[config.mk]
export PLATFORM = sky130hd
export DESIGN_NAME = pixel_clk_div
export DESIGN_NICKNAME = d
export VERILOG_FILES = /design/src/vga_pkg.sv /design/src/pixel_clk_div.sv
export SDC_FILE = /design/constraint.sdc
export NUM_CORES = 1
export LEC_CHECK = 0
export BUFFER_PORTS_ARGS = -buffer_cell sky130_fd_sc_hd__buf_2
export CORE_AREA = 2 2 39 41
export DETAILED_ROUTE_END_ITERATION = 10
export DIE_AREA = 0 0 41 43
export PLACE_DENSITY_LB_ADDON = 0.2
export SLEW_MARGIN = 25
export SYNTH_ARGS = -nofsm -noshare
export SYNTH_HDL_FRONTEND = slang
export SYNTH_SLANG_ARGS = --single-unit
[constraint.sdc]
create_clock -name clk_i -period 0.9 [get_ports clk_i]
set_input_delay 0.09 -clock clk_i [delete_from_list [all_inputs] [get_ports clk_i]]
set_output_delay 0.09 -clock clk_i [all_outputs]
set_load 0.1 [all_outputs]
[src/vga_pkg.sv]
package vga_pkg;

    // Horizontal timing in pixel periods
    localparam int unsigned H_ACTIVE = 640;
    localparam int unsigned H_FPORCH = 16;
    localparam int unsigned H_SYNC   = 96;
    localparam int unsigned H_BPORCH = 48;
    localparam int unsigned H_TOTAL  = H_ACTIVE + H_FPORCH + H_SYNC + H_BPORCH;

    // Vertical timing in lines
    localparam int unsigned V_ACTIVE = 480;
    localparam int unsigned V_FPORCH = 10;
    localparam int unsigned V_SYNC   = 2;
    localparam int unsigned V_BPORCH = 33;
    localparam int unsigned V_TOTAL  = V_ACTIVE + V_FPORCH + V_SYNC + V_BPORCH;

    // Sync windows, start inclusive and end exclusive
    localparam int unsigned HS_START = H_ACTIVE + H_FPORCH;
    localparam int unsigned HS_END   = HS_START + H_SYNC;
    localparam int unsigned VS_START = V_ACTIVE + V_FPORCH;
    localparam int unsigned VS_END   = VS_START + V_SYNC;

    localparam logic HSYNC_ACT = 1'b0;
    localparam logic VSYNC_ACT = 1'b1;

    typedef logic [7:0]  pixel_t;     // One memory word per pixel
    typedef logic [9:0]  hpos_t;
    typedef logic [9:0]  vpos_t;
    typedef logic [19:0] mem_addr_t;  // Word address
    typedef logic [9:0]  burst_len_t;
    typedef logic [1:0]  scale_t;     // 0..3 gives 640, 320, 160, 80 pixels per line
    typedef logic [3:0]  presc_t;     // Pixel period is presc + 1 clocks

    // Framebuffer word addresses
    localparam mem_addr_t FB0_BASE = 20'h00000;
    localparam mem_addr_t FB1_BASE = 20'h40000;

    typedef enum logic [1:0] {
        IDLE,
        REQ,
        FILL
    } fetch_state_t;

endpackage

[src/pixel_clk_div.sv]
`timescale 1ns/1ps

module pixel_clk_div (
    input  logic            clk_i,
    input  logic            nrst_i,
    input  logic            run_i,
    input  vga_pkg::presc_t presc_i,
    output logic            pix_en_o
);

    vga_pkg::presc_t presc_q;
    vga_pkg::presc_t cnt_q;

    always_ff @(posedge clk_i or negedge nrst_i) begin
        if (!nrst_i) begin
            presc_q <= '0;
            cnt_q   <= '0;
        end else if (!run_i) begin
            presc_q <= presc_i; // Setting only follows the pin while stopped
            cnt_q   <= '0;
        end else if (cnt_q == presc_q) begin
            cnt_q <= '0;
        end else begin
            cnt_q <= cnt_q + 1'b1;
        end
    end

    // One strobe per presc + 1 clocks
    assign pix_en_o = run_i && (cnt_q == presc_q);

endmodule

==> results of run 1 <==
==> registers in the layout, summed over array words and instances (netlist names) <==
name and count:
presc_q 4, cnt_q 4
==> timing repair <==
item | 4_1_cts | 5_1_grt
pin swaps | 1 | 2
setup endpoints to repair | 5 | 5
gates resized for setup | 1 | 0
hold buffers | 1 | 0
endpoints found under the hold margin | 8 | 0
buffers inserted | 2 | 1
==> where the power goes <==
| group | switching (mW) | internal [mW] | total, mW |
|---|---|---|---|
| registers | 0.0316 | 0.396 | 0.428 |
| logic | 0.0898 | 0.122 | 0.212 |
| clock network | 0.119 | 0.152 | 0.272 |
| total | 0.241 | 0.671 | 0.911 |
==> kinds of logic (layout without fill, tap and decap cells) <==
group         after synthesis  after routing  synth area share
fa+ha+maj                   1              1            0.0330
flops                       8              8             0.528
buf+inv                     2             17            0.0231
xor+xnor                    6              6             0.158
simple gates                7              7             0.139
mux                         4              4             0.119
==> cell usage after synthesis, drive strengths merged <==
| library cell | instances | area, um2 |
|---|---|---|
| dfrtp | 8 | 200 |
| xnor2 | 5 | 51.3 |
| mux2 | 4 | 45.0 |
| and3 | 3 | 18.8 |
| buf | 1 | 5.00 |
| ha | 1 | 12.5 |
| inv | 1 | 3.75 |
| nand3 | 1 | 5.00 |
| nand4 | 1 | 12.5 |
| nor2 | 1 | 3.75 |
| nor3b | 1 | 12.5 |
| xor2 | 1 | 8.76 |
==> worst paths after layout <==
path,startpoint,end,slack [ns],depth (start not counted)
max,presc_q[2]$_DFFE_PN0N_,pix_en_o,-0.49,4
min,presc_i[0],presc_q[0]$_DFFE_PN0N_,0.07,2
max reg2reg,presc_q[2]$_DFFE_PN0N_,cnt_q[2]$_DFF_PN0_,-0.28,4
min reg2reg,presc_q[0]$_DFFE_PN0N_,presc_q[0]$_DFFE_PN0N_,0.53,1
max in group asynchronous,nrst_i,presc_q[1]$_DFFE_PN0N_,0.52,2
min in group asynchronous,nrst_i,cnt_q[1]$_DFF_PN0_,0.20,2
==> cell usage in the layout (no fill, tap or decap) <==
cell type	Yosys	routed
and3_1	3	3
buf_12	0	1
buf_2	1	6
buf_4	0	5
clkbuf_4	0	3
dfrtp_1	8	8
dlygate4sd3_1	0	1
ha_1	1	1
inv_1	1	1
mux2_2	4	4
nand3_1	1	1
nand4_2	1	1
nor2_4	0	1
nor3b_2	1	1
xnor2_1	4	3
xnor2_2	1	2
xor2_1	1	1
==> critical path, cell delays in order (launching register included) <==
cell,delay (ns)
dfrtp_1,0.40
xnor2_2,0.18
nand4_2,0.16
nor2_4,0.13
buf_12,0.18
==> per-stage QoR <==
stage	cells	TNS, ns	hold slack, ns	setup WS (ns)	cell area, um2
2_1_floorplan	28	-0.972	-0.206	-0.423	387
3_3_place_gp	52	-1.04	-0.0611	-0.275	467
3_5_place_dp	52	-1.18	-0.0539	-0.312	467
5_1_grt	59	-1.83	0.0592	-0.567	529
4_1_cts	58	-1.56	0.0672	-0.508	522
6_report	59	-1.52	0.0736	-0.489	529
==> metal layers <==
layer	up-vias	routed length, um	global-route usage
met5	-	0	0
met4	0	0	0.0200
met3	0	56	0.0942
met2	10	334	0.172
met1	136	289	0.119
li1	125	-	-
==> layout make-up <==
type	count	share of cell area
clock buffer	3	0.0426
inverter	1	0.00709
multi-input combinational	18	0.350
sequential	8	0.378
tap	16	0.0378
timing repair buffer	13	0.184
==> flow_summary.ini, run 1 <==
[floorplanning]
ios = 8
dieHeight_um = 43
dieWidth_um = 41
placementRows = 14
dieArea_um2 = 1760
core_um2 = 1380
start_util = 0.274

[grt]
antenna_found_initial = 0
track_usage = 0.113
grt_pass1_vias = 309
grt_max_degree = 9
grt-ovfl-total = 0
grt_pass1_wl_um = 1300

[sta]
finalSetupViolations = 5
period_needed_ns = 1.39
postLayoutSetupSlackWorst_ns = -0.489
max_freq_mhz = 720
tightestPinTransition_ns = 0.184
skew_ns = 0.00988
rsz0062_at_grt = yes
slew_viol_final = 0
post-route-period-util = 1.54
slew_headroom = 0.878
hold_viol = 0

[detailed_routing]
avgViaCountPerCell = 4.59
drtPass1Iterations = 1
drt-total-wl_um = 679
post_drt_wl_per_cell_um = 11.5
drtIter0Drc = 0
routed-via-count = 271
drc = 0
antenna_left = 0

[clock_network]
clk_pin_slew_worst_paths_ns = 0.05
cts_buffers = 3
cts_max_path_buffers = 2
clock-sinks = 8
root_buffer = clkbuf_4
htree_levels = 1
cts_tree = built
worstSkewPairLatency_ns = 0.25

[finish]
regArea_um2 = 200
multi_input_area_um2 = 185
nFillCells = 154
final_util = 0.382
area_growth_syn_to_layout_pct = 39.6
nNetsFinal = 53
antenna_cells = 0
drive_gt1_frac = 0.558

[logic_synthesis]
synth_cells = 28
syn_area_um2 = 379
ys_ff_latch = 8
synth_fp_nets = 36
yosysSeqAreaShare = 0.528
ys_warn_count = 0
netlist-cell-type-count = 13
syn_area_per_cell_um2 = 13.5

[worst_setup_path]
critPathKind = reg2out
crit_path_end_kind = output pin
start_kind = flip-flop
cp_data_arrival_time_ns = 1.30
required_ns = 0.81
worstPathMaxFanout = 2

[power_and_ir_drop]
p_per_area_nw_per_um2 = 1720
p_total_mw = 0.911
p_leak_nw = 0.262
vdd_drop_max_mv = 0.779

[placement]
io_buffers = 7
routabilityCongestion = 0.750
post-dp-hpwl_um = 503

[job]
cap_violations = 0

[worst_hold_path]
hold_path.class = in2reg

[outcome]
violations = setup timing
status = complete, but fails checks
(Power assumes the default switching activity.)
==> run 2: changes to the inputs <==
--- a/config.mk
+++ b/config.mk
@@ -5,7 +5,7 @@
 export SDC_FILE = /design/constraint.sdc
 export NUM_CORES = 1
 export LEC_CHECK = 0
-export BUFFER_PORTS_ARGS = -buffer_cell sky130_fd_sc_hd__buf_2
+export BUFFER_PORTS_ARGS = -buffer_cell sky130_fd_sc_hd__clkbuf_2
 export CORE_AREA = 2 2 39 41
 export DETAILED_ROUTE_END_ITERATION = 10
 export DIE_AREA = 0 0 41 43
==> run 2 against run 1 <==
  * The run still ends with setup timing left
  * Global-route usage hardly changed
  * Total power is 1.2% higher
  * Clock skew is 0.0090 ns lower
  * Via count is 1.8% lower
  * Register-to-register slack worse by 0.14 ns
  * Clock power is 4% lower
  * Utilization is 2.0 points higher
  * Flip-flop and latch count stayed put
  * Setup slack worse by 0.014 ns
  * Sequential power is 2% higher
  * Design area is 5.2% higher
  * Critical endpoint unchanged
==> flow_summary.ini, run 2 (synthesized netlist as in run 1, its figures left out) <==
[grt]
track_usage = 0.114
grt_pass1_vias = 309
grt_max_degree = 9
grt_pass1_wl_um = 1360
antenna_found_initial = 0
grt-ovfl-total = 0

[worst_hold_path]
hold_path.class = in2reg

[sta]
slew_viol_final = 0
tightestPinTransition_ns = 0.201
hold_viol = 0
max_freq_mhz = 713
postLayoutSetupSlackWorst_ns = -0.503
rsz0062_at_grt = yes
period_needed_ns = 1.40
skew_ns = 0.000882
post-route-period-util = 1.56
fin_hold_ws_ns = 0.0755
slew_headroom = 0.866
finalSetupViolations = 5

[finish]
nFillCells = 142
final_common_cell = dfrtp_1
fin_cells = 61
antenna_cells = 0
reg_top3 = cnt_q x4, presc_q x4
final_util = 0.402
layout_common_cells = dfrtp_1 (7), clkbuf_2 (6), buf_4 (6)
area_growth_syn_to_layout_pct = 46.9
nNetsFinal = 55
drive_gt1_frac = 0.622
final_area_um2 = 557

[detailed_routing]
wl_met3_um = 34
avgViaCountPerCell = 4.36
wl_met1_um = 291
drtPass1Iterations = 1
wl_met2_um = 380
highest_layer = met3
routed-via-count = 266
drc = 0
drt-total-wl_um = 706
antenna_left = 0
drtIter0Drc = 0
post_drt_wl_per_cell_um = 11.6

[worst_setup_path]
critPathKind = reg2out
slowest_delay_ns = 0.41
r2r_start = presc_q[2]$_DFFE_PN0N_
crit_path_end_kind = output pin
crit_chain = xnor2_2 > nand4_2 > nor2_4 > buf_12
worstSetupStartpoint = presc_q[2]$_DFFE_PN0N_
cp_data_arrival_time_ns = 1.31
worst-r2r-setup-slack_ns = -0.42
start_kind = flip-flop
cpMaxStageDelayCell = dfrtp_1
worstSetupEndpoint = pix_en_o
cp_num_cells = 4
worstRegToRegCells = 5
cpLargestDelayFamily = flip-flops
required_ns = 0.81
r2r-end = cnt_q[2]$_DFF_PN0_
path_buf_inv = 1
worstPathMaxFanout = 2

[floorplanning]
dieArea_um2 = 1760
dieWidth_um = 41
dieHeight_um = 43
core_um2 = 1380
ios = 8
start_util = 0.274
placementRows = 14

[power_and_ir_drop]
p_per_area_nw_per_um2 = 1660
vdd_drop_max_mv = 0.717
p_total_mw = 0.923
p_leak_nw = 0.279

[job]
cap_violations = 0

[clock_network]
clk_pin_slew_worst_paths_ns = 0.05
htree_levels = 1
cts_max_path_buffers = 2
cts_tree = built
cts_buffers = 3
worstSkewPairLatency_ns = 0.24
root_buffer = clkbuf_4
clock-sinks = 8

[placement]
io_buffers = 7
routabilityCongestion = 0.725
post-dp-hpwl_um = 516
dpl_cell_area_um2 = 474
place_inst = 53

[outcome]
status = complete, but fails checks
violations = setup timing
[run 2: power breakdown]
part,internal [mW],switching [mW]
Sequential,0.398,0.0392
Combinational,0.134,0.0913
Clock,0.152,0.108
[run 2: stage by stage]
stage	setup TNS (ns)	worst slack [ns]
after floorplan	-0.972	-0.423
after global placement	-1.12	-0.293
after detailed placement	-1.20	-0.313
after CTS	-2.02	-0.503
after global routing	-2.31	-0.552
final	-2.08	-0.503
[run 2: layout make-up]
class	count	area, um2	area share
Clock buffer	3	22.5	0.0404
Sequential cell	8	201	0.362
Inverter	1	3.75	0.00674
Multi-Input combinational cell	18	193	0.346
Timing Repair Buffer	15	116	0.209
Tap cell	16	20.0	0.0360
[run 2: worst min path at each step]
stage                     from                      to  slack, ns  cells past startpoint
finish              presc_i[2]  presc_q[2]$_DFFE_PN0N_       0.08                      2
global route        presc_i[0]  presc_q[0]$_DFFE_PN0N_       0.08                      2
CTS                 presc_i[2]  presc_q[2]$_DFFE_PN0N_       0.07                      2
detailed placement      nrst_i      cnt_q[1]$_DFF_PN0_      -0.05                      1
global placement        nrst_i      cnt_q[3]$_DFF_PN0_      -0.06                      1
floorplan               nrst_i      cnt_q[0]$_DFF_PN0_      -0.21                      0
[run 2: layer usage]
metal / global-route usage / up-vias
li1: - / 131
met1: 0.164 / 128
met2: 0.159 / 7
met3: 0.0157 / 0
met4: 0.0600 / 0
met5: 0 / -
[run 2: repair_timing]
| item | CTS | global route |
|---|---|---|
| setup endpoints to repair | 5 | 5 |
| gates cloned | 0 | 0 |
| pin swaps | 3 | 1 |
| hold buffers | 1 | 0 |
| gates resized for setup | 1 | 3 |
| hold endpoints to repair | 8 | 0 |
| setup buffers | 4 | 0 |
