**config.mk**
```make
export PLATFORM = sky130hd
export DESIGN_NAME = line_fetcher_flat
export DESIGN_NICKNAME = d
export VERILOG_FILES = /design/src/vga_pkg.sv /design/src/mem_rd_if.sv /design/src/scan_if.sv /design/src/line_fetcher.sv /design/src/flat_wrapper.sv
export SDC_FILE = /design/constraint.sdc
export NUM_CORES = 1
export LEC_CHECK = 0
export BUFFER_PORTS_ARGS = -buffer_cell sky130_fd_sc_hd__buf_2
export CORE_UTILIZATION = 35
export CTS_CLUSTER_DIAMETER = 50
export DETAILED_ROUTE_END_ITERATION = 16
export MAX_ROUTING_LAYER = met4
export SKIP_CTS_REPAIR_TIMING = 1
export SLEW_MARGIN = 10
export SYNTH_ARGS = -nofsm -noshare
export SYNTH_HDL_FRONTEND = slang
export SYNTH_SLANG_ARGS = --single-unit
```
**constraint.sdc**
```tcl
create_clock -name clk_i -period 6.4 [get_ports clk_i]
set_clock_uncertainty 0.2 [all_clocks]
set_input_delay 0.64 -clock clk_i [delete_from_list [all_inputs] [get_ports clk_i]]
set_output_delay 0.64 -clock clk_i [all_outputs]
set_load 0.01 [all_outputs]
```
**src/vga_pkg.sv**
```systemverilog
package vga_pkg;

    // Horizontal timing in pixel periods
    localparam int unsigned H_ACTIVE = 640;
    localparam int unsigned H_FPORCH = 16;
    localparam int unsigned H_SYNC   = 96;
    localparam int unsigned H_BPORCH = 48;
    localparam int unsigned H_TOTAL  = H_ACTIVE + H_FPORCH + H_SYNC + H_BPORCH;

    // Vertical timing in lines
    localparam int unsigned V_ACTIVE = 480;
    localparam int unsigned V_FPORCH = 10;
    localparam int unsigned V_SYNC   = 2;
    localparam int unsigned V_BPORCH = 33;
    localparam int unsigned V_TOTAL  = V_ACTIVE + V_FPORCH + V_SYNC + V_BPORCH;

    // Sync windows, start inclusive and end exclusive
    localparam int unsigned HS_START = H_ACTIVE + H_FPORCH;
    localparam int unsigned HS_END   = HS_START + H_SYNC;
    localparam int unsigned VS_START = V_ACTIVE + V_FPORCH;
    localparam int unsigned VS_END   = VS_START + V_SYNC;

    localparam logic HSYNC_ACT = 1'b0;
    localparam logic VSYNC_ACT = 1'b1;

    typedef logic [7:0]  pixel_t;     // One memory word per pixel
    typedef logic [9:0]  hpos_t;
    typedef logic [9:0]  vpos_t;
    typedef logic [19:0] mem_addr_t;  // Word address
    typedef logic [9:0]  burst_len_t;
    typedef logic [1:0]  scale_t;     // 0..3 gives 640, 320, 160, 80 pixels per line
    typedef logic [3:0]  presc_t;     // Pixel period is presc + 1 clocks

    // Framebuffer word addresses
    localparam mem_addr_t FB0_BASE = 20'h00000;
    localparam mem_addr_t FB1_BASE = 20'h40000;

    typedef enum logic [1:0] {
        IDLE,
        REQ,
        FILL
    } fetch_state_t;

endpackage

```
**src/mem_rd_if.sv**
```systemverilog
`timescale 1ns/1ps

// Burst read port, level request with a strobe per returned word
interface mem_rd_if;

    logic               req;
    vga_pkg::mem_addr_t addr;
    vga_pkg::burst_len_t len;
    logic               valid;
    vga_pkg::pixel_t    data;

    // Requesting side
    modport fetch (
        output req,
        output addr,
        output len,
        input  valid,
        input  data
    );

    // Memory side
    modport port (
        input  req,
        input  addr,
        input  len,
        output valid,
        output data
    );

endinterface

```
**src/scan_if.sv**
```systemverilog
`timescale 1ns/1ps

interface scan_if;

    vga_pkg::hpos_t  hpos;
    vga_pkg::vpos_t  vpos;
    logic            active;
    logic            pix_en;
    logic            line_start;   // First cycle of a new line, hpos already 0
    logic            next_row_new; // Line after the starting one needs a fresh source row
    vga_pkg::vpos_t  next_vpos;
    logic            frame_start;
    vga_pkg::scale_t scale;

    modport src (
        output hpos, vpos, active, pix_en, line_start,
        output next_row_new, next_vpos, frame_start, scale
    );

    modport sink (
        input hpos, vpos, active, pix_en, line_start,
        input next_row_new, next_vpos, frame_start, scale
    );

endinterface

```
**src/line_fetcher.sv**
```systemverilog
`timescale 1ns/1ps

module line_fetcher (
    input  logic            clk_i,
    input  logic            nrst_i,
    input  logic            fb_sel_i,
    scan_if.sink            scan,
    mem_rd_if.fetch         mem,
    output logic            wr_en_o,
    output vga_pkg::hpos_t  wr_addr_o,
    output vga_pkg::pixel_t wr_data_o
);

    vga_pkg::fetch_state_t state_q;
    vga_pkg::mem_addr_t    addr_q;
    vga_pkg::burst_len_t   len_q;
    vga_pkg::hpos_t        word_cnt_q;
    logic                  fb_q;

    logic                  fb_use;
    vga_pkg::mem_addr_t    base;
    vga_pkg::mem_addr_t    src_row;
    vga_pkg::burst_len_t   src_width;
    vga_pkg::mem_addr_t    burst_addr;
    logic                  busy;
    logic                  last_word;

    // Buffer choice only changes with the fetch of line 0
    assign fb_use = (scan.next_vpos == '0) ? fb_sel_i : fb_q;
    assign base   = fb_use ? vga_pkg::FB1_BASE : vga_pkg::FB0_BASE;

    assign src_row    = vga_pkg::mem_addr_t'(scan.next_vpos) >> scan.scale;
    assign src_width  = vga_pkg::burst_len_t'(vga_pkg::H_ACTIVE >> scan.scale);
    assign burst_addr = base + src_row * vga_pkg::mem_addr_t'(src_width);

    assign busy      = (state_q != vga_pkg::IDLE);
    assign last_word = (word_cnt_q == len_q - 1'b1);

    always_ff @(posedge clk_i or negedge nrst_i) begin
        if (!nrst_i) begin
            state_q    <= vga_pkg::IDLE;
            addr_q     <= '0;
            len_q      <= '0;
            word_cnt_q <= '0;
            fb_q       <= 1'b0;
        end else begin
            case (state_q)
                vga_pkg::IDLE: begin
                    if (scan.line_start && scan.next_row_new) begin
                        state_q    <= vga_pkg::REQ;
                        addr_q     <= burst_addr;
                        len_q      <= src_width;
                        word_cnt_q <= '0;
                        fb_q       <= fb_use;
                    end
                end
                vga_pkg::REQ: begin
                    // Waiting for the first word
                    if (mem.valid) begin
                        word_cnt_q <= word_cnt_q + 1'b1;
                        state_q    <= vga_pkg::FILL;
                    end
                end
                vga_pkg::FILL: begin
                    if (mem.valid) begin
                        word_cnt_q <= word_cnt_q + 1'b1;
                        if (last_word) begin
                            state_q <= vga_pkg::IDLE; // req drops next cycle
                        end
                    end
                end
                default: state_q <= vga_pkg::IDLE;
            endcase
        end
    end

    assign mem.req  = busy;
    assign mem.addr = addr_q;
    assign mem.len  = len_q;

    // Word k of the burst lands in column k of the back bank
    assign wr_en_o   = busy && mem.valid;
    assign wr_addr_o = word_cnt_q;
    assign wr_data_o = mem.data;

endmodule

```
**src/flat_wrapper.sv**
```systemverilog
// flat-port wrapper written by rule: the top's interface ports become plain ports
module line_fetcher_flat 
  (clk_i, nrst_i, fb_sel_i, wr_en_o, wr_addr_o, wr_data_o, scan_hpos, scan_vpos, scan_active, scan_pix_en, scan_line_start, scan_next_row_new, scan_next_vpos, scan_frame_start, scan_scale, mem_req, mem_addr, mem_len, mem_valid, mem_data);
  scan_if scan_i ();
  mem_rd_if mem_i ();
  input  logic clk_i;
  input  logic nrst_i;
  input  logic fb_sel_i;
  output logic wr_en_o;
  output vga_pkg::hpos_t wr_addr_o;
  output vga_pkg::pixel_t wr_data_o;
  input wire logic [$bits(scan_i.hpos)-1:0] scan_hpos;
  input wire logic [$bits(scan_i.vpos)-1:0] scan_vpos;
  input wire logic [$bits(scan_i.active)-1:0] scan_active;
  input wire logic [$bits(scan_i.pix_en)-1:0] scan_pix_en;
  input wire logic [$bits(scan_i.line_start)-1:0] scan_line_start;
  input wire logic [$bits(scan_i.next_row_new)-1:0] scan_next_row_new;
  input wire logic [$bits(scan_i.next_vpos)-1:0] scan_next_vpos;
  input wire logic [$bits(scan_i.frame_start)-1:0] scan_frame_start;
  input wire logic [$bits(scan_i.scale)-1:0] scan_scale;
  output wire logic [$bits(mem_i.req)-1:0] mem_req;
  output wire logic [$bits(mem_i.addr)-1:0] mem_addr;
  output wire logic [$bits(mem_i.len)-1:0] mem_len;
  input wire logic [$bits(mem_i.valid)-1:0] mem_valid;
  input wire logic [$bits(mem_i.data)-1:0] mem_data;
  assign scan_i.hpos = scan_hpos;
  assign scan_i.vpos = scan_vpos;
  assign scan_i.active = scan_active;
  assign scan_i.pix_en = scan_pix_en;
  assign scan_i.line_start = scan_line_start;
  assign scan_i.next_row_new = scan_next_row_new;
  assign scan_i.next_vpos = scan_next_vpos;
  assign scan_i.frame_start = scan_frame_start;
  assign scan_i.scale = scan_scale;
  assign mem_req = mem_i.req;
  assign mem_addr = mem_i.addr;
  assign mem_len = mem_i.len;
  assign mem_i.valid = mem_valid;
  assign mem_i.data = mem_data;
  line_fetcher u_core (.clk_i(clk_i), .nrst_i(nrst_i), .fb_sel_i(fb_sel_i), .scan(scan_i), .mem(mem_i), .wr_en_o(wr_en_o), .wr_addr_o(wr_addr_o), .wr_data_o(wr_data_o));
endmodule
```
==> results.ini <==
[clock_tree]
cts-root-buf=clkbuf_8
clk_pin_slew_ps=80
cts.sinks=35
htree_levels=2
clk-insertion-delay-late_ps=290
cts_buffers=5
cts_tree=built
cts_buffer_depth=2

[global_route]
track_usage_pct=14.45
grt_pass1_wl_mm=12.63
grt_max_degree=37
antenna_found_initial=0
grt_pass1_vias=2754
grt_overflow=0

[worst_setup_path]
r2r-end=u_core.mem.addr[19]$_DFFE_PN0P_
worstPathRequired_ps=6400
worst_ep_arrival_time_ps=5540
end_kind=register
crit_buf_inv=3
path_class=in2reg
cp_max_fo=12
cp_top_family=adder cells
slowest_stage=fa_1
r2r-start=u_core.fb_q$_DFFE_PN0P_
max_stage_delay_ps=550
path_cells=buf_2, nor2b_1, and2_1, or2_2, fa_1, fa_1, inv_1, fa_1, inv_1, ha_1, ha_1, fa_1, a21oi_1, o21ai_0, a21oi_1, o21ai_0, xnor2_1, o21ai_0
r2r_cells=9
path_common_cell=fa_1
critPathLaunchType=input port
rrSetupSlack_ps=3880

[yosys]
synth.distinct_cells=40
ys_seq_elements=35
syn_inst=397
ys_seq_area_share_pct=23.09
async_flop_share_pct=100.0
synth_most_common_cell=inv_1
synth_commonest_cells=inv_1, ha_1, dfrtp_1, fa_1, nand2_1
yosysTopAreaCellShare_pct=23.09
netlist_area_mm2=0.003792
yosys-top-cells-area=dfrtp_1, fa_1, ha_1, inv_1, mux2_2
syn_area_per_cell_um2=9.553
synth_warnings=0
dominantRegCellSynth=dfrtp_1
yosysTopAreaCell=dfrtp_1
synth_edf_count=0

[final_layout]
instances_no_fill=585
n_fill_cell=1046
design_area_mm2=0.004227
diodes=0
nets=581
area_delta_synth_final_pct=11.45
drive_gt1_share_pct=18.93

[hold_path]
hold_path.class=in2async

[detailed_routing]
wl_per_cell_um=12.59
viasPerCell=4.677
vias=2736
wirelength_mm=7.364
antenna_left=0
firstDrtPassIters=4
drc=0
drt_iter0_drc=85

[power]
power_density_mw_per_mm2=295.8
vdd_ir_drop_max_mv=0.1428
leakage_nw=2.283
power_w=0.001250

[timing]
tightest_slew_ps=796.3
rsz0062_at_grt=no
drv_slew=0
fmax_mhz=180.3
slew_headroom_pct=46.92
finalCritPeriodShare_pct=86.67
hold_violations=0
min_period_ps=5547
setup_viol=0
layout_setup_ws_ps=852.9
finalSetupTns_ps=0

[place]
dp_cells=577
gp_congestion=0.7967
portBuffers=51
hpwl_mm=6.046
placed_cell_area_mm2=0.004141
preCtsSetupSlack_ps=545.0

[floorplan]
rows=37
fp.dieArea_mm2=0.01126
io_pins=99
fp.dieW_um=106.1
core_area_mm2=0.01042
die_h_um=106.1
start_util_pct=36.41

[status]
status=finished clean

[job]
cap_viol_max_count=0

-- placed cells by master, fill, tap and decap left out, types with 2 or more instances in the layout --
master    synthesis  routed
a21o_1            2       2
a21oi_1          10      10
a22o_1            3       3
and2_1           20      20
and3_1            8       8
buf_2             1      51
buf_4            16       3
clkbuf_8          0       5
conb_1            1      15
dfrtp_1          35      35
fa_1             34      34
ha_1             50      50
inv_1            57      57
mux2_2           13      13
mux2i_1           3       3
nand2_1          33      33
nand2b_1          4       4
nand3_1           5       5
nand4_1           4       4
nor2_1           19      19
nor2b_1           3       3
nor4_1            3       3
o21a_1            2       2
o21ai_0          18      18
o21bai_1          2       2
or2_2             6       6
xnor2_1          16      16
xor2_1           10      10
-- power by group --
| part | leakage (nW) | internal, W | switching (W) |
|---|---|---|---|
| logic | 1.79 | 0.000334 | 0.000384 |
| clock network | 0.0412 | 0.0000761 | 0.0000831 |
| registers | 0.453 | 0.000301 | 0.0000716 |
-- per-stage QoR --
step	hold slack, ps	util (%)
after global placement	261.6	39.76
final	230.9	40.58
after global routing	303.3	40.58
after floorplan	144.4	-
after detailed placement	270.6	39.76
after CTS	258.6	40.58
-- area by class of cell --
type	instances	area (um^2)	share of cell area (%)
Clock buffer	6	72.57	1.717
Inverter	57	214.0	5.062
Multi-Input combinational cell	295	2604	61.60
Clock inverter	2	12.51	0.2960
Timing Repair Buffer	54	277.8	6.572
Sequential cell	35	875.8	20.72
Tap cell	136	170.2	4.026
-- kinds of logic (layout without fill, tap and decap cells) --
kind of cell | after synthesis | after routing | synth area share (%)
other cells | 1 | 15 | 0.09888
xor+xnor | 26 | 26 | 6.004
flops | 35 | 35 | 23.09
mux | 17 | 17 | 4.949
compound gates | 44 | 44 | 7.193
buf+inv | 81 | 119 | 9.634
fa+ha+maj | 84 | 84 | 34.44
simple gates | 109 | 109 | 14.58
-- flip-flops by register name, indices dropped and copies added, names as in the netlist --
register          cells
u_core.mem.addr      16
u_core.state_q        2
u_core.wr_addr_o     10
u_core.mem.len        6
u_core.fb_q           1
-- metal layers --
metal	GRT usage, %	wire length (um)	up-vias
li1	-	-	1355
met2	23.81	3605	55
met1	18.41	3416	1316
met5	-	0	-
met4	3.373	76	0
met3	2.759	265	10
-- how the worst max path moves through the flow --
stage                             start                         endpoint  slack, ps  cells past startpoint
after global placement    scan_scale[1]  u_core.mem.addr[17]$_DFFE_PN0P_        550                     18
final                     scan_scale[1]  u_core.mem.addr[17]$_DFFE_PN0P_        850                     18
after CTS                 scan_scale[1]  u_core.mem.addr[17]$_DFFE_PN0P_        810                     18
after global routing      scan_scale[1]  u_core.mem.addr[17]$_DFFE_PN0P_        580                     18
after floorplan           scan_scale[1]  u_core.mem.addr[17]$_DFFE_PN0P_       1160                     19
after detailed placement  scan_scale[1]  u_core.mem.addr[17]$_DFFE_PN0P_        540                     18
Note: power is estimated with default switching activity, not from simulation.
