==> src/vga_pkg.sv <==
package vga_pkg;

    // Horizontal timing in pixel periods
    localparam int unsigned H_ACTIVE = 640;
    localparam int unsigned H_FPORCH = 16;
    localparam int unsigned H_SYNC   = 96;
    localparam int unsigned H_BPORCH = 48;
    localparam int unsigned H_TOTAL  = H_ACTIVE + H_FPORCH + H_SYNC + H_BPORCH;

    // Vertical timing in lines
    localparam int unsigned V_ACTIVE = 480;
    localparam int unsigned V_FPORCH = 10;
    localparam int unsigned V_SYNC   = 2;
    localparam int unsigned V_BPORCH = 33;
    localparam int unsigned V_TOTAL  = V_ACTIVE + V_FPORCH + V_SYNC + V_BPORCH;

    // Sync windows, start inclusive and end exclusive
    localparam int unsigned HS_START = H_ACTIVE + H_FPORCH;
    localparam int unsigned HS_END   = HS_START + H_SYNC;
    localparam int unsigned VS_START = V_ACTIVE + V_FPORCH;
    localparam int unsigned VS_END   = VS_START + V_SYNC;

    localparam logic HSYNC_ACT = 1'b0;
    localparam logic VSYNC_ACT = 1'b1;

    typedef logic [7:0]  pixel_t;     // One memory word per pixel
    typedef logic [9:0]  hpos_t;
    typedef logic [9:0]  vpos_t;
    typedef logic [19:0] mem_addr_t;  // Word address
    typedef logic [9:0]  burst_len_t;
    typedef logic [1:0]  scale_t;     // 0..3 gives 640, 320, 160, 80 pixels per line
    typedef logic [3:0]  presc_t;     // Pixel period is presc + 1 clocks

    // Framebuffer word addresses
    localparam mem_addr_t FB0_BASE = 20'h00000;
    localparam mem_addr_t FB1_BASE = 20'h40000;

    typedef enum logic [1:0] {
        IDLE,
        REQ,
        FILL
    } fetch_state_t;

endpackage

==> src/scan_if.sv <==
`timescale 1ns/1ps

interface scan_if;

    vga_pkg::hpos_t  hpos;
    vga_pkg::vpos_t  vpos;
    logic            active;
    logic            pix_en;
    logic            line_start;   // First cycle of a new line, hpos already 0
    logic            next_row_new; // Line after the starting one needs a fresh source row
    vga_pkg::vpos_t  next_vpos;
    logic            frame_start;
    vga_pkg::scale_t scale;

    modport src (
        output hpos, vpos, active, pix_en, line_start,
        output next_row_new, next_vpos, frame_start, scale
    );

    modport sink (
        input hpos, vpos, active, pix_en, line_start,
        input next_row_new, next_vpos, frame_start, scale
    );

endinterface

==> src/vga_timing.sv <==
`timescale 1ns/1ps

module vga_timing (
    input  logic            clk_i,
    input  logic            nrst_i,
    input  logic            enable_i,
    input  logic            pix_en_i,
    input  vga_pkg::scale_t scale_i,
    scan_if.src             scan,
    output logic            hsync_o,
    output logic            vsync_o
);

    vga_pkg::hpos_t  hcnt_q;
    vga_pkg::vpos_t  vcnt_q;
    vga_pkg::scale_t scale_q;
    logic            line_start_q;
    vga_pkg::vpos_t  next_vpos_q;

    logic            h_wrap;
    vga_pkg::vpos_t  v_inc;      // Line that starts at the next wrap
    vga_pkg::vpos_t  v_after;    // Line after that one
    logic [2:0]      row_mask;
    logic            hs_win;
    logic            vs_win;

    assign h_wrap  = (hcnt_q == vga_pkg::hpos_t'(vga_pkg::H_TOTAL - 1));
    assign v_inc   = (vcnt_q == vga_pkg::vpos_t'(vga_pkg::V_TOTAL - 1)) ? '0 : vcnt_q + 1'b1;
    assign v_after = (v_inc == vga_pkg::vpos_t'(vga_pkg::V_TOTAL - 1)) ? '0 : v_inc + 1'b1;

    always_ff @(posedge clk_i or negedge nrst_i) begin
        if (!nrst_i) begin
            hcnt_q       <= '0;
            vcnt_q       <= '0;
            scale_q      <= '0;
            line_start_q <= 1'b0;
            next_vpos_q  <= '0;
        end else if (!enable_i) begin
            hcnt_q       <= '0;
            vcnt_q       <= '0;
            scale_q      <= scale_i;
            line_start_q <= 1'b0;
        end else begin
            line_start_q <= 1'b0;
            if (pix_en_i) begin
                if (h_wrap) begin
                    hcnt_q       <= '0;
                    vcnt_q       <= v_inc;
                    line_start_q <= 1'b1;
                    next_vpos_q  <= v_after;
                end else begin
                    hcnt_q <= hcnt_q + 1'b1;
                end
            end
        end
    end

    assign hs_win = (hcnt_q >= vga_pkg::HS_START) && (hcnt_q < vga_pkg::HS_END);
    assign vs_win = (vcnt_q >= vga_pkg::VS_START) && (vcnt_q < vga_pkg::VS_END);

    // Same register stage as the pixel read-out in the line buffer
    always_ff @(posedge clk_i or negedge nrst_i) begin
        if (!nrst_i) begin
            hsync_o <= ~vga_pkg::HSYNC_ACT;
            vsync_o <= ~vga_pkg::VSYNC_ACT;
        end else begin
            hsync_o <= (enable_i && hs_win) ? vga_pkg::HSYNC_ACT : ~vga_pkg::HSYNC_ACT;
            vsync_o <= (enable_i && vs_win) ? vga_pkg::VSYNC_ACT : ~vga_pkg::VSYNC_ACT;
        end
    end

    // Low scale bits of the row number, zero on the first copy of a source row
    assign row_mask = 3'((4'd1 << scale_q) - 4'd1);

    assign scan.hpos         = hcnt_q;
    assign scan.vpos         = vcnt_q;
    assign scan.active       = enable_i && (hcnt_q < vga_pkg::H_ACTIVE)
                               && (vcnt_q < vga_pkg::V_ACTIVE);
    assign scan.pix_en       = pix_en_i;
    assign scan.line_start   = line_start_q;
    assign scan.next_vpos    = next_vpos_q;
    assign scan.next_row_new = (next_vpos_q < vga_pkg::V_ACTIVE)
                               && ((next_vpos_q[2:0] & row_mask) == 3'd0);
    assign scan.frame_start  = line_start_q && (vcnt_q == '0);
    assign scan.scale        = scale_q;

endmodule

==> src/flat_wrapper.sv <==
// flat-port wrapper written by rule: the top's interface ports become plain ports
module vga_timing_flat 
  (clk_i, nrst_i, enable_i, pix_en_i, scale_i, hsync_o, vsync_o, scan_hpos, scan_vpos, scan_active, scan_pix_en, scan_line_start, scan_next_row_new, scan_next_vpos, scan_frame_start, scan_scale);
  scan_if scan_i ();
  input  logic clk_i;
  input  logic nrst_i;
  input  logic enable_i;
  input  logic pix_en_i;
  input  vga_pkg::scale_t scale_i;
  output logic hsync_o;
  output logic vsync_o;
  output wire logic [$bits(scan_i.hpos)-1:0] scan_hpos;
  output wire logic [$bits(scan_i.vpos)-1:0] scan_vpos;
  output wire logic [$bits(scan_i.active)-1:0] scan_active;
  output wire logic [$bits(scan_i.pix_en)-1:0] scan_pix_en;
  output wire logic [$bits(scan_i.line_start)-1:0] scan_line_start;
  output wire logic [$bits(scan_i.next_row_new)-1:0] scan_next_row_new;
  output wire logic [$bits(scan_i.next_vpos)-1:0] scan_next_vpos;
  output wire logic [$bits(scan_i.frame_start)-1:0] scan_frame_start;
  output wire logic [$bits(scan_i.scale)-1:0] scan_scale;
  assign scan_hpos = scan_i.hpos;
  assign scan_vpos = scan_i.vpos;
  assign scan_active = scan_i.active;
  assign scan_pix_en = scan_i.pix_en;
  assign scan_line_start = scan_i.line_start;
  assign scan_next_row_new = scan_i.next_row_new;
  assign scan_next_vpos = scan_i.next_vpos;
  assign scan_frame_start = scan_i.frame_start;
  assign scan_scale = scan_i.scale;
  vga_timing u_core (.clk_i(clk_i), .nrst_i(nrst_i), .enable_i(enable_i), .pix_en_i(pix_en_i), .scale_i(scale_i), .scan(scan_i), .hsync_o(hsync_o), .vsync_o(vsync_o));
endmodule
==> config.mk <==
export PLATFORM = sky130hd
export DESIGN_NAME = vga_timing_flat
export DESIGN_NICKNAME = d
export VERILOG_FILES = /design/src/vga_pkg.sv /design/src/scan_if.sv /design/src/vga_timing.sv /design/src/flat_wrapper.sv
export SDC_FILE = /design/constraint.sdc
export NUM_CORES = 1
export LEC_CHECK = 0
export BUFFER_PORTS_ARGS = -buffer_cell sky130_fd_sc_hd__buf_2
export CORE_MARGIN = 10
export CORE_UTILIZATION = 60
export DETAILED_ROUTE_END_ITERATION = 10
export PLACE_DENSITY = 0.86
export SLEW_MARGIN = 15
export SYNTH_ARGS = -nofsm -noshare
export SYNTH_HDL_FRONTEND = slang
export SYNTH_SLANG_ARGS = --single-unit
==> constraint.sdc <==
create_clock -name clk_i -period 6.9 [get_ports clk_i]
set_clock_uncertainty 0.1 [all_clocks]
set_input_delay 0.345 -clock clk_i [delete_from_list [all_inputs] [get_ports clk_i]]
set_output_delay 0.345 -clock clk_i [all_outputs]
set_load 0.02 [all_outputs]
==> impl_metrics.tcl, run 1 <==
set metrics [dict create \
    worstPathCellList "inv_1, ha_1, nor4b_1, and3_1, or2_2, ha_1, o211ai_1, or3b_1, a41o_1" \
    yosysMostFrequentCell "dfrtp_1" \
    h-tree-depth 2 \
    dieArea_mm2 0.00675 \
    fin_crit_ns 2.98 \
    r2r-end "u_core.scan.next_vpos[4]" \
    crit_type "flip-flop to flip-flop" \
    register_area_um2 877 \
    ant_nets 0 \
    ioPinCount 45 \
    viasPerCell 6.14 \
    crit_path_start "u_core.scan.vpos[0]" \
    synth_common_cells "dfrtp_1, nor2_1, nand2_1" \
    finalSetupViolations 0 \
    syn_avg_cell_area_um2 8.75 \
    drc 0 \
    reg2regPathDepth 9 \
    critPathSlowestCell "dfrtp_1" \
    synth_area_leaders "dfrtp_1, nor2_1, ha_1, nand2_1, a21oi_1" \
    powerDensity_mw_per_mm2 176 \
    root_buffer "clkbuf_8" \
    fin_setup_tns_ns 0 \
    ir_worst_vdd_mv 0.111 \
    path_clk_slew_ns 0.07 \
    synthesis.area_mm2 0.00232 \
    cts_tree "built" \
    worst-path-buf-inv 1 \
    io_buffers 44 \
    async_reset_ff_share_pct 100 \
    overflow 0 \
    cp_common_cell "ha_1" \
    cpLargestDelayFamily "simple AND/OR/NAND/NOR gates" \
    cp.arrival_ns 3.07 \
    place_ws_ns 3.94 \
    hp-class "input pin to async pin" \
    yosys.area.top_type_share_pct 36.7 \
    crit_fanout 13 \
    floorplan.initialDensity_pct 62.9 \
    max_cap_violations 0 \
    rsz0062_at_grt "no" \
    rows 22 \
    nets 309 \
    fill_cells 299 \
    wirelength_um 5820 \
    tightest_slew_ns 0.754 \
    insertion_delay_ns 0.30 \
    cp-start-kind "flip-flop" \
    yosysSeqAreaShare_pct 37.8 \
    area_growth_pct 13.9 \
    syn_nets 277 \
    ys.warnings.count 0 \
    grt_pass1_vias 1971 \
    fmax_ghz 0.335 \
    synth_seq_cells 35 \
    final_max_slew_viol_count 0 \
    die_h_um 82.2 \
    setup_slack_ns 3.92 \
    antenna_found_initial 0 \
    cp_data_required_time_ns 6.98 \
    fin_crit_sh_pct 43.2 \
    hold_buffers 0 \
    drtIter0Drc 262 \
    die_x_um 82.2 \
    reg2reg_from "u_core.scan.vpos[0]" \
    dp_hpwl_um 4270 \
    critPathMaxStageDelay_ns 0.51 \
    gp_congestion 0.939 \
    track_usage_pct 18.3 \
    grt_max_degree 36 \
    cp-end-kind "flip-flop" \
    synth-edff-count 0 \
    multi_input_area_mm2 0.00131 \
    post_cts_resized 0 \
    drt-pass1-iter-count 4 \
    post-route-cell-area_mm2 0.00264 \
    rrSetupSlack_ns 3.92 \
    synthDistinctLibCells 62 \
    clock_sinks 35 \
    hold_viol 0 \
    numCtsBuffers 5 \
    core_region_area_mm2 0.00369 \
    clockBufferDepth 2 \
    synthCells 265 \
    cts_setup_buffers 0 \
    grt_pass1_wl_um 9800 \
    dpl_cell_area_mm2 0.00250 \
    diodes 0 \
    p_leak_nw 1.18 \
    yosysTopAreaCell "dfrtp_1" \
    routedWlPerCell_um 16.8 \
    routed-via-count 2123 \
    layout-drive-gt1-share_pct 22.1 \
    synth_ff_type "dfrtp_1" \
    status "completed" \
    relSlewSlack_pct 49.8 \
]
-- cells by family (layout without fill, tap and decap cells) --
| family | count (synthesis) | count (layout) | share of synthesized area (%) |
|---|---|---|---|
| adder cells (fa/ha/maj) | 6 | 6 | 3.24 |
| AND/OR/NAND/NOR | 117 | 117 | 28.6 |
| buffers and inverters | 29 | 62 | 5.72 |
| XOR/XNOR | 14 | 14 | 5.29 |
| flip-flops | 35 | 35 | 37.8 |
| AO/OA/AOI/OAI | 60 | 60 | 17.5 |
| multiplexers | 4 | 4 | 1.83 |
-- metrics by stage --
stage	utilization, %	hold slack, ns	total power [W]	cells
after floorplan	-	-0.0506	0.000235	265
after global placement	67.9	0.358	0.000248	338
after detailed placement	67.9	0.364	0.000249	338
after CTS	71.6	0.0435	0.000468	346
after global routing	71.6	0.0750	0.000482	346
final	71.6	0.0176	0.000464	346
-- worst reg2reg max path, stage by stage (launching register included) --
cell and delay, ns:
dfrtp_1 0.51, inv_1 0.15, ha_1 0.15, nor4b_1 0.49, and3_1 0.37, or2_2 0.16
ha_1 0.14, o211ai_1 0.13, or3b_1 0.43, a41o_1 0.24
-- where the power goes --
group	leakage (nW)	switching [W]	total, W	internal [W]
combinational	0.642	0.0000211	0.0000307	0.00000958
clock	0.0644	0.0000764	0.000220	0.000144
sequential	0.472	0.00000380	0.000213	0.000209
total	1.18	0.000101	0.000464	0.000363
-- layer usage --
metal  up-vias  wire length, um  part of all wire [%]  global-route usage [%]
met3         9              564                   9.7                    5.51
met5         -                0                     0                       0
met4         0               82                   1.4                    5.10
met1      1004             2570                    44                    24.9
met2        81             2610                    45                    27.5
li1       1029                -                     -                       -
-- layout by cell type (no fill, tap or decap), types with 3 or more instances in the layout --
cell      count
buf_2        44
dfrtp_1      34
nor2_1       28
nand2_1      20
a21oi_1      14
o21ai_0      13
nor3_1       11
inv_1        10
nand3_1       8
xor2_1        8
nand4_1       7
xnor2_1       6
ha_1          6
and3_1        5
clkbuf_8      5
nor4b_1       4
and4_1        4
nor4_1        4
or3_1         4
o21a_1        4
o211ai_1      3
o31ai_1       3
nand2b_1      3
-- how the worst max path moves through the flow --
stage,endpoint,slack [ns],cells after the start
after floorplan,u_core.scan.next_vpos[4],4.12,10
after global placement,u_core.scan.next_vpos[4],4.13,9
after detailed placement,u_core.scan.next_vpos[4],3.94,9
after CTS,u_core.scan.next_vpos[4],3.95,9
after global routing,u_core.scan.next_vpos[4],3.74,9
final,u_core.scan.next_vpos[4],3.92,9
-- final cells by class --
class,instances,area share [%]
Timing Repair Buffer,44,8.34
Sequential cell,35,33.2
Clock inverter,3,2.56
Inverter,10,1.42
Tap cell,48,2.27
Multi-Input combinational cell,201,49.6
Clock buffer,5,2.61
-- sequential cells by signal, summed over array words and instances (netlist names) --
| register | count |
|---|---|
| u_core.scan.hpos | 10 |
| u_core.scan.vpos | 10 |
| u_core.hsync_o | 1 |
| u_core.scan.line_start | 1 |
| u_core.vsync_o | 1 |
| u_core.scan.scale | 2 |
| u_core.scan.next_vpos | 10 |
No activity file was read; power rests on OpenSTA's default activity.
==> run 2: changes to the inputs <==
- ABC_AREA: unset -> 1
- CORE_UTILIZATION: 60 -> 55
- PLACE_DENSITY: 0.86 -> 0.8
- clock period: 6.9 -> 3.05 ns (I/O delays scaled with it)
==> run 2 against run 1 <==
- worst setup slack got worse by 3.0 ns
- sequential share of layout area up 1.1 points
- die area increased by 3.0%
- worst hold slack better by 0.022 ns
- global-route usage down 2.2 points
- design area fell by 3.2%
- non-clock buffer count up 3
- wire length fell by 5.8%
- largest cell class unchanged
==> impl_metrics.tcl, run 2 <==
set metrics [dict create \
    rows 22 \
    ioPinCount 45 \
    routedWlPerCell_um 14.5 \
    ir_worst_vdd_mv 0.235 \
    clockBufferDepth 2 \
    fin_crit_ns 2.17 \
    yosysSeqAreaShare_pct 39.7 \
    final_max_slew_viol_count 0 \
    numCtsBuffers 5 \
    io_buffers 44 \
    cp_data_required_time_ns 3.18 \
    r2r-end "u_core.scan.next_vpos[9]" \
    drtIter0Drc 171 \
    ant_nets 0 \
    area_growth_pct 15.6 \
    grt_max_degree 36 \
    reg2regPathDepth 14 \
    path_clk_slew_ns 0.07 \
    dp_hpwl_um 4210 \
    fin_crit_sh_pct 71.1 \
    synth_seq_cells 35 \
    fin_setup_tns_ns 0 \
    synth-edff-count 0 \
    crit_fanout 6 \
    finalSetupViolations 0 \
    fill_cells 321 \
    synth_ff_type "dfrtp_1" \
    track_usage_pct 16.1 \
    ys.warnings.count 0 \
    async_reset_ff_share_pct 100 \
    synthDistinctLibCells 32 \
    die_h_um 83.4 \
    reg2reg_from "u_core.scan.vpos[0]" \
    syn_nets 293 \
    muxShareOfSynthArea_pct 0 \
    layout-drive-gt1-share_pct 29.1 \
    hold_viol 0 \
    cp-end-kind "flip-flop" \
    antenna_found_initial 0 \
    yosys.area.top_type_share_pct 38.5 \
    synthAdderAreaFrac_pct 3.40 \
    grt_pass1_vias 1957 \
    multi_input_area_mm2 0.00112 \
    drc 0 \
    dieArea_mm2 0.00696 \
    whs_ns 0.0394 \
    nets 341 \
    p_leak_nw 1.28 \
    fmax_ghz 0.461 \
    overflow 0 \
    insertion_delay_ns 0.29 \
    cts_tree "built" \
    core_region_area_mm2 0.00377 \
    final_cell_mix "nand2_1, buf_2, dfrtp_1" \
    drt-pass1-iter-count 4 \
    synthCells 281 \
    diodes 0 \
    register_area_um2 877 \
    critPathCapture "u_core.scan.next_vpos[9]" \
    status "completed" \
    floorplan.initialDensity_pct 58.6 \
    relSlewSlack_pct 50.3 \
    post_cts_resized 0 \
    synth_compound_area_share_pct 11.5 \
    powerDensity_mw_per_mm2 344 \
    synthSimpleGateAreaFrac_pct 33.6 \
    viasPerCell 5.35 \
    cp.arrival_ns 2.30 \
    h-tree-depth 2 \
    hp-class "input pin to flip-flop" \
    crit_type "flip-flop to flip-flop" \
    yosysMostFrequentCell "nand2_1" \
    rsz0062_at_grt "no" \
    yosysTopAreaCell "dfrtp_1" \
    grt_pass1_wl_um 9360 \
    synth_common_cells "nand2_1, dfrtp_1, inv_1" \
    clock_sinks 35 \
    final_common_cell "nand2_1" \
    crit_path_start "u_core.scan.vpos[0]" \
    synth_area_leaders "dfrtp_1, nand2_1, nand3_1, inv_1, o22ai_2" \
    wirelength_um 5480 \
    tightest_slew_ns 0.746 \
    synthesis.area_mm2 0.00221 \
    routed-via-count 2021 \
    cp-start-kind "flip-flop" \
    root_buffer "clkbuf_8" \
    syn_avg_cell_area_um2 7.87 \
    rrSetupSlack_ns 0.88 \
    die_x_um 83.4 \
    gp_congestion 0.911 \
    synth_xor_area_share_pct 2.32 \
    p_total_w 0.000879 \
    synth_top_family_by_area "simple AND/OR/NAND/NOR gates" \
    fin_util_pct 67.8 \
    max_cap_violations 0 \
]
-- run 2: area by class of cell --
cell class,instances,share of cell area [%]
clock buffers,7,3.38
clock inverters,1,0.196
inverters,41,6.02
multi-input cells,199,44.0
flip-flops and latches,35,34.3
well taps,48,2.35
repair buffers,47,9.79
-- run 2: layer usage --
layer | track usage [%] | vias to the layer above | part of all wire (%)
li1 | - | 1007 | -
met1 | 20.7 | 931 | 47
met2 | 24.0 | 76 | 44
met3 | 5.86 | 7 | 8.0
met4 | 6.00 | 0 | 1.5
met5 | 0 | - | 0
-- run 2: worst min path at each step --
stage | to | from | depth (start not counted) | slack (ns)
after floorplan | u_core.scan.hpos[0] | nrst_i | 0 | -0.24
after global placement | u_core.scan.hpos[2] | nrst_i | 1 | 0.17
after detailed placement | u_core.scan.hpos[1] | nrst_i | 1 | 0.17
after CTS | u_core.scan.scale[0] | enable_i | 3 | 0.03
after global routing | u_core.scan.scale[0] | enable_i | 3 | 0.08
final | u_core.scan.scale[0] | enable_i | 3 | 0.04
-- run 2: cells by family (layout without fill, tap and decap cells) --
group / Yosys count / in the layout
XOR/XNOR: 5 / 5
adder cells (fa/ha/maj): 6 / 6
AND/OR/NAND/NOR: 154 / 154
flip-flops: 35 / 35
AO/OA/AOI/OAI: 34 / 34
buffers and inverters: 47 / 96
-- run 2: through the flow --
| step | cell area (um2) | std cells | setup WS [ns] |
|---|---|---|---|
| 6_report | 2560 | 378 | 0.882 |
| 5_1_grt | 2560 | 378 | 0.690 |
| 4_1_cts | 2560 | 378 | 0.888 |
| 3_5_place_dp | 2430 | 367 | 0.907 |
| 3_3_place_gp | 2430 | 367 | 0.992 |
| 2_1_floorplan | 2210 | 281 | 1.02 |
-- run 2: worst max-delay path, stage by stage (launching register included) --
cell and delay, ns:
dfrtp_1 0.47, inv_1 0.12, ha_1 0.21, nand2_1 0.10
inv_1 0.05, nand2_1 0.06, nor2_1 0.06, nor2_2 0.21
inv_1 0.11, ha_1 0.19, nand3_1 0.09, nor2_2 0.05
a21oi_2 0.13, nand3_1 0.10, nand2_1 0.07
-- run 2: report_power, final --
part	total, W	switching [W]	internal (W)
Sequential	0.000474	0.00000490	0.000469
Clock	0.000346	0.000164	0.000182
Combinational	0.0000590	0.0000411	0.0000179
-- run 2: repair_timing --
item,in CTS,in global routing
setup buffers,0,0
hold buffers,3,0
hold endpoints to repair,36,0
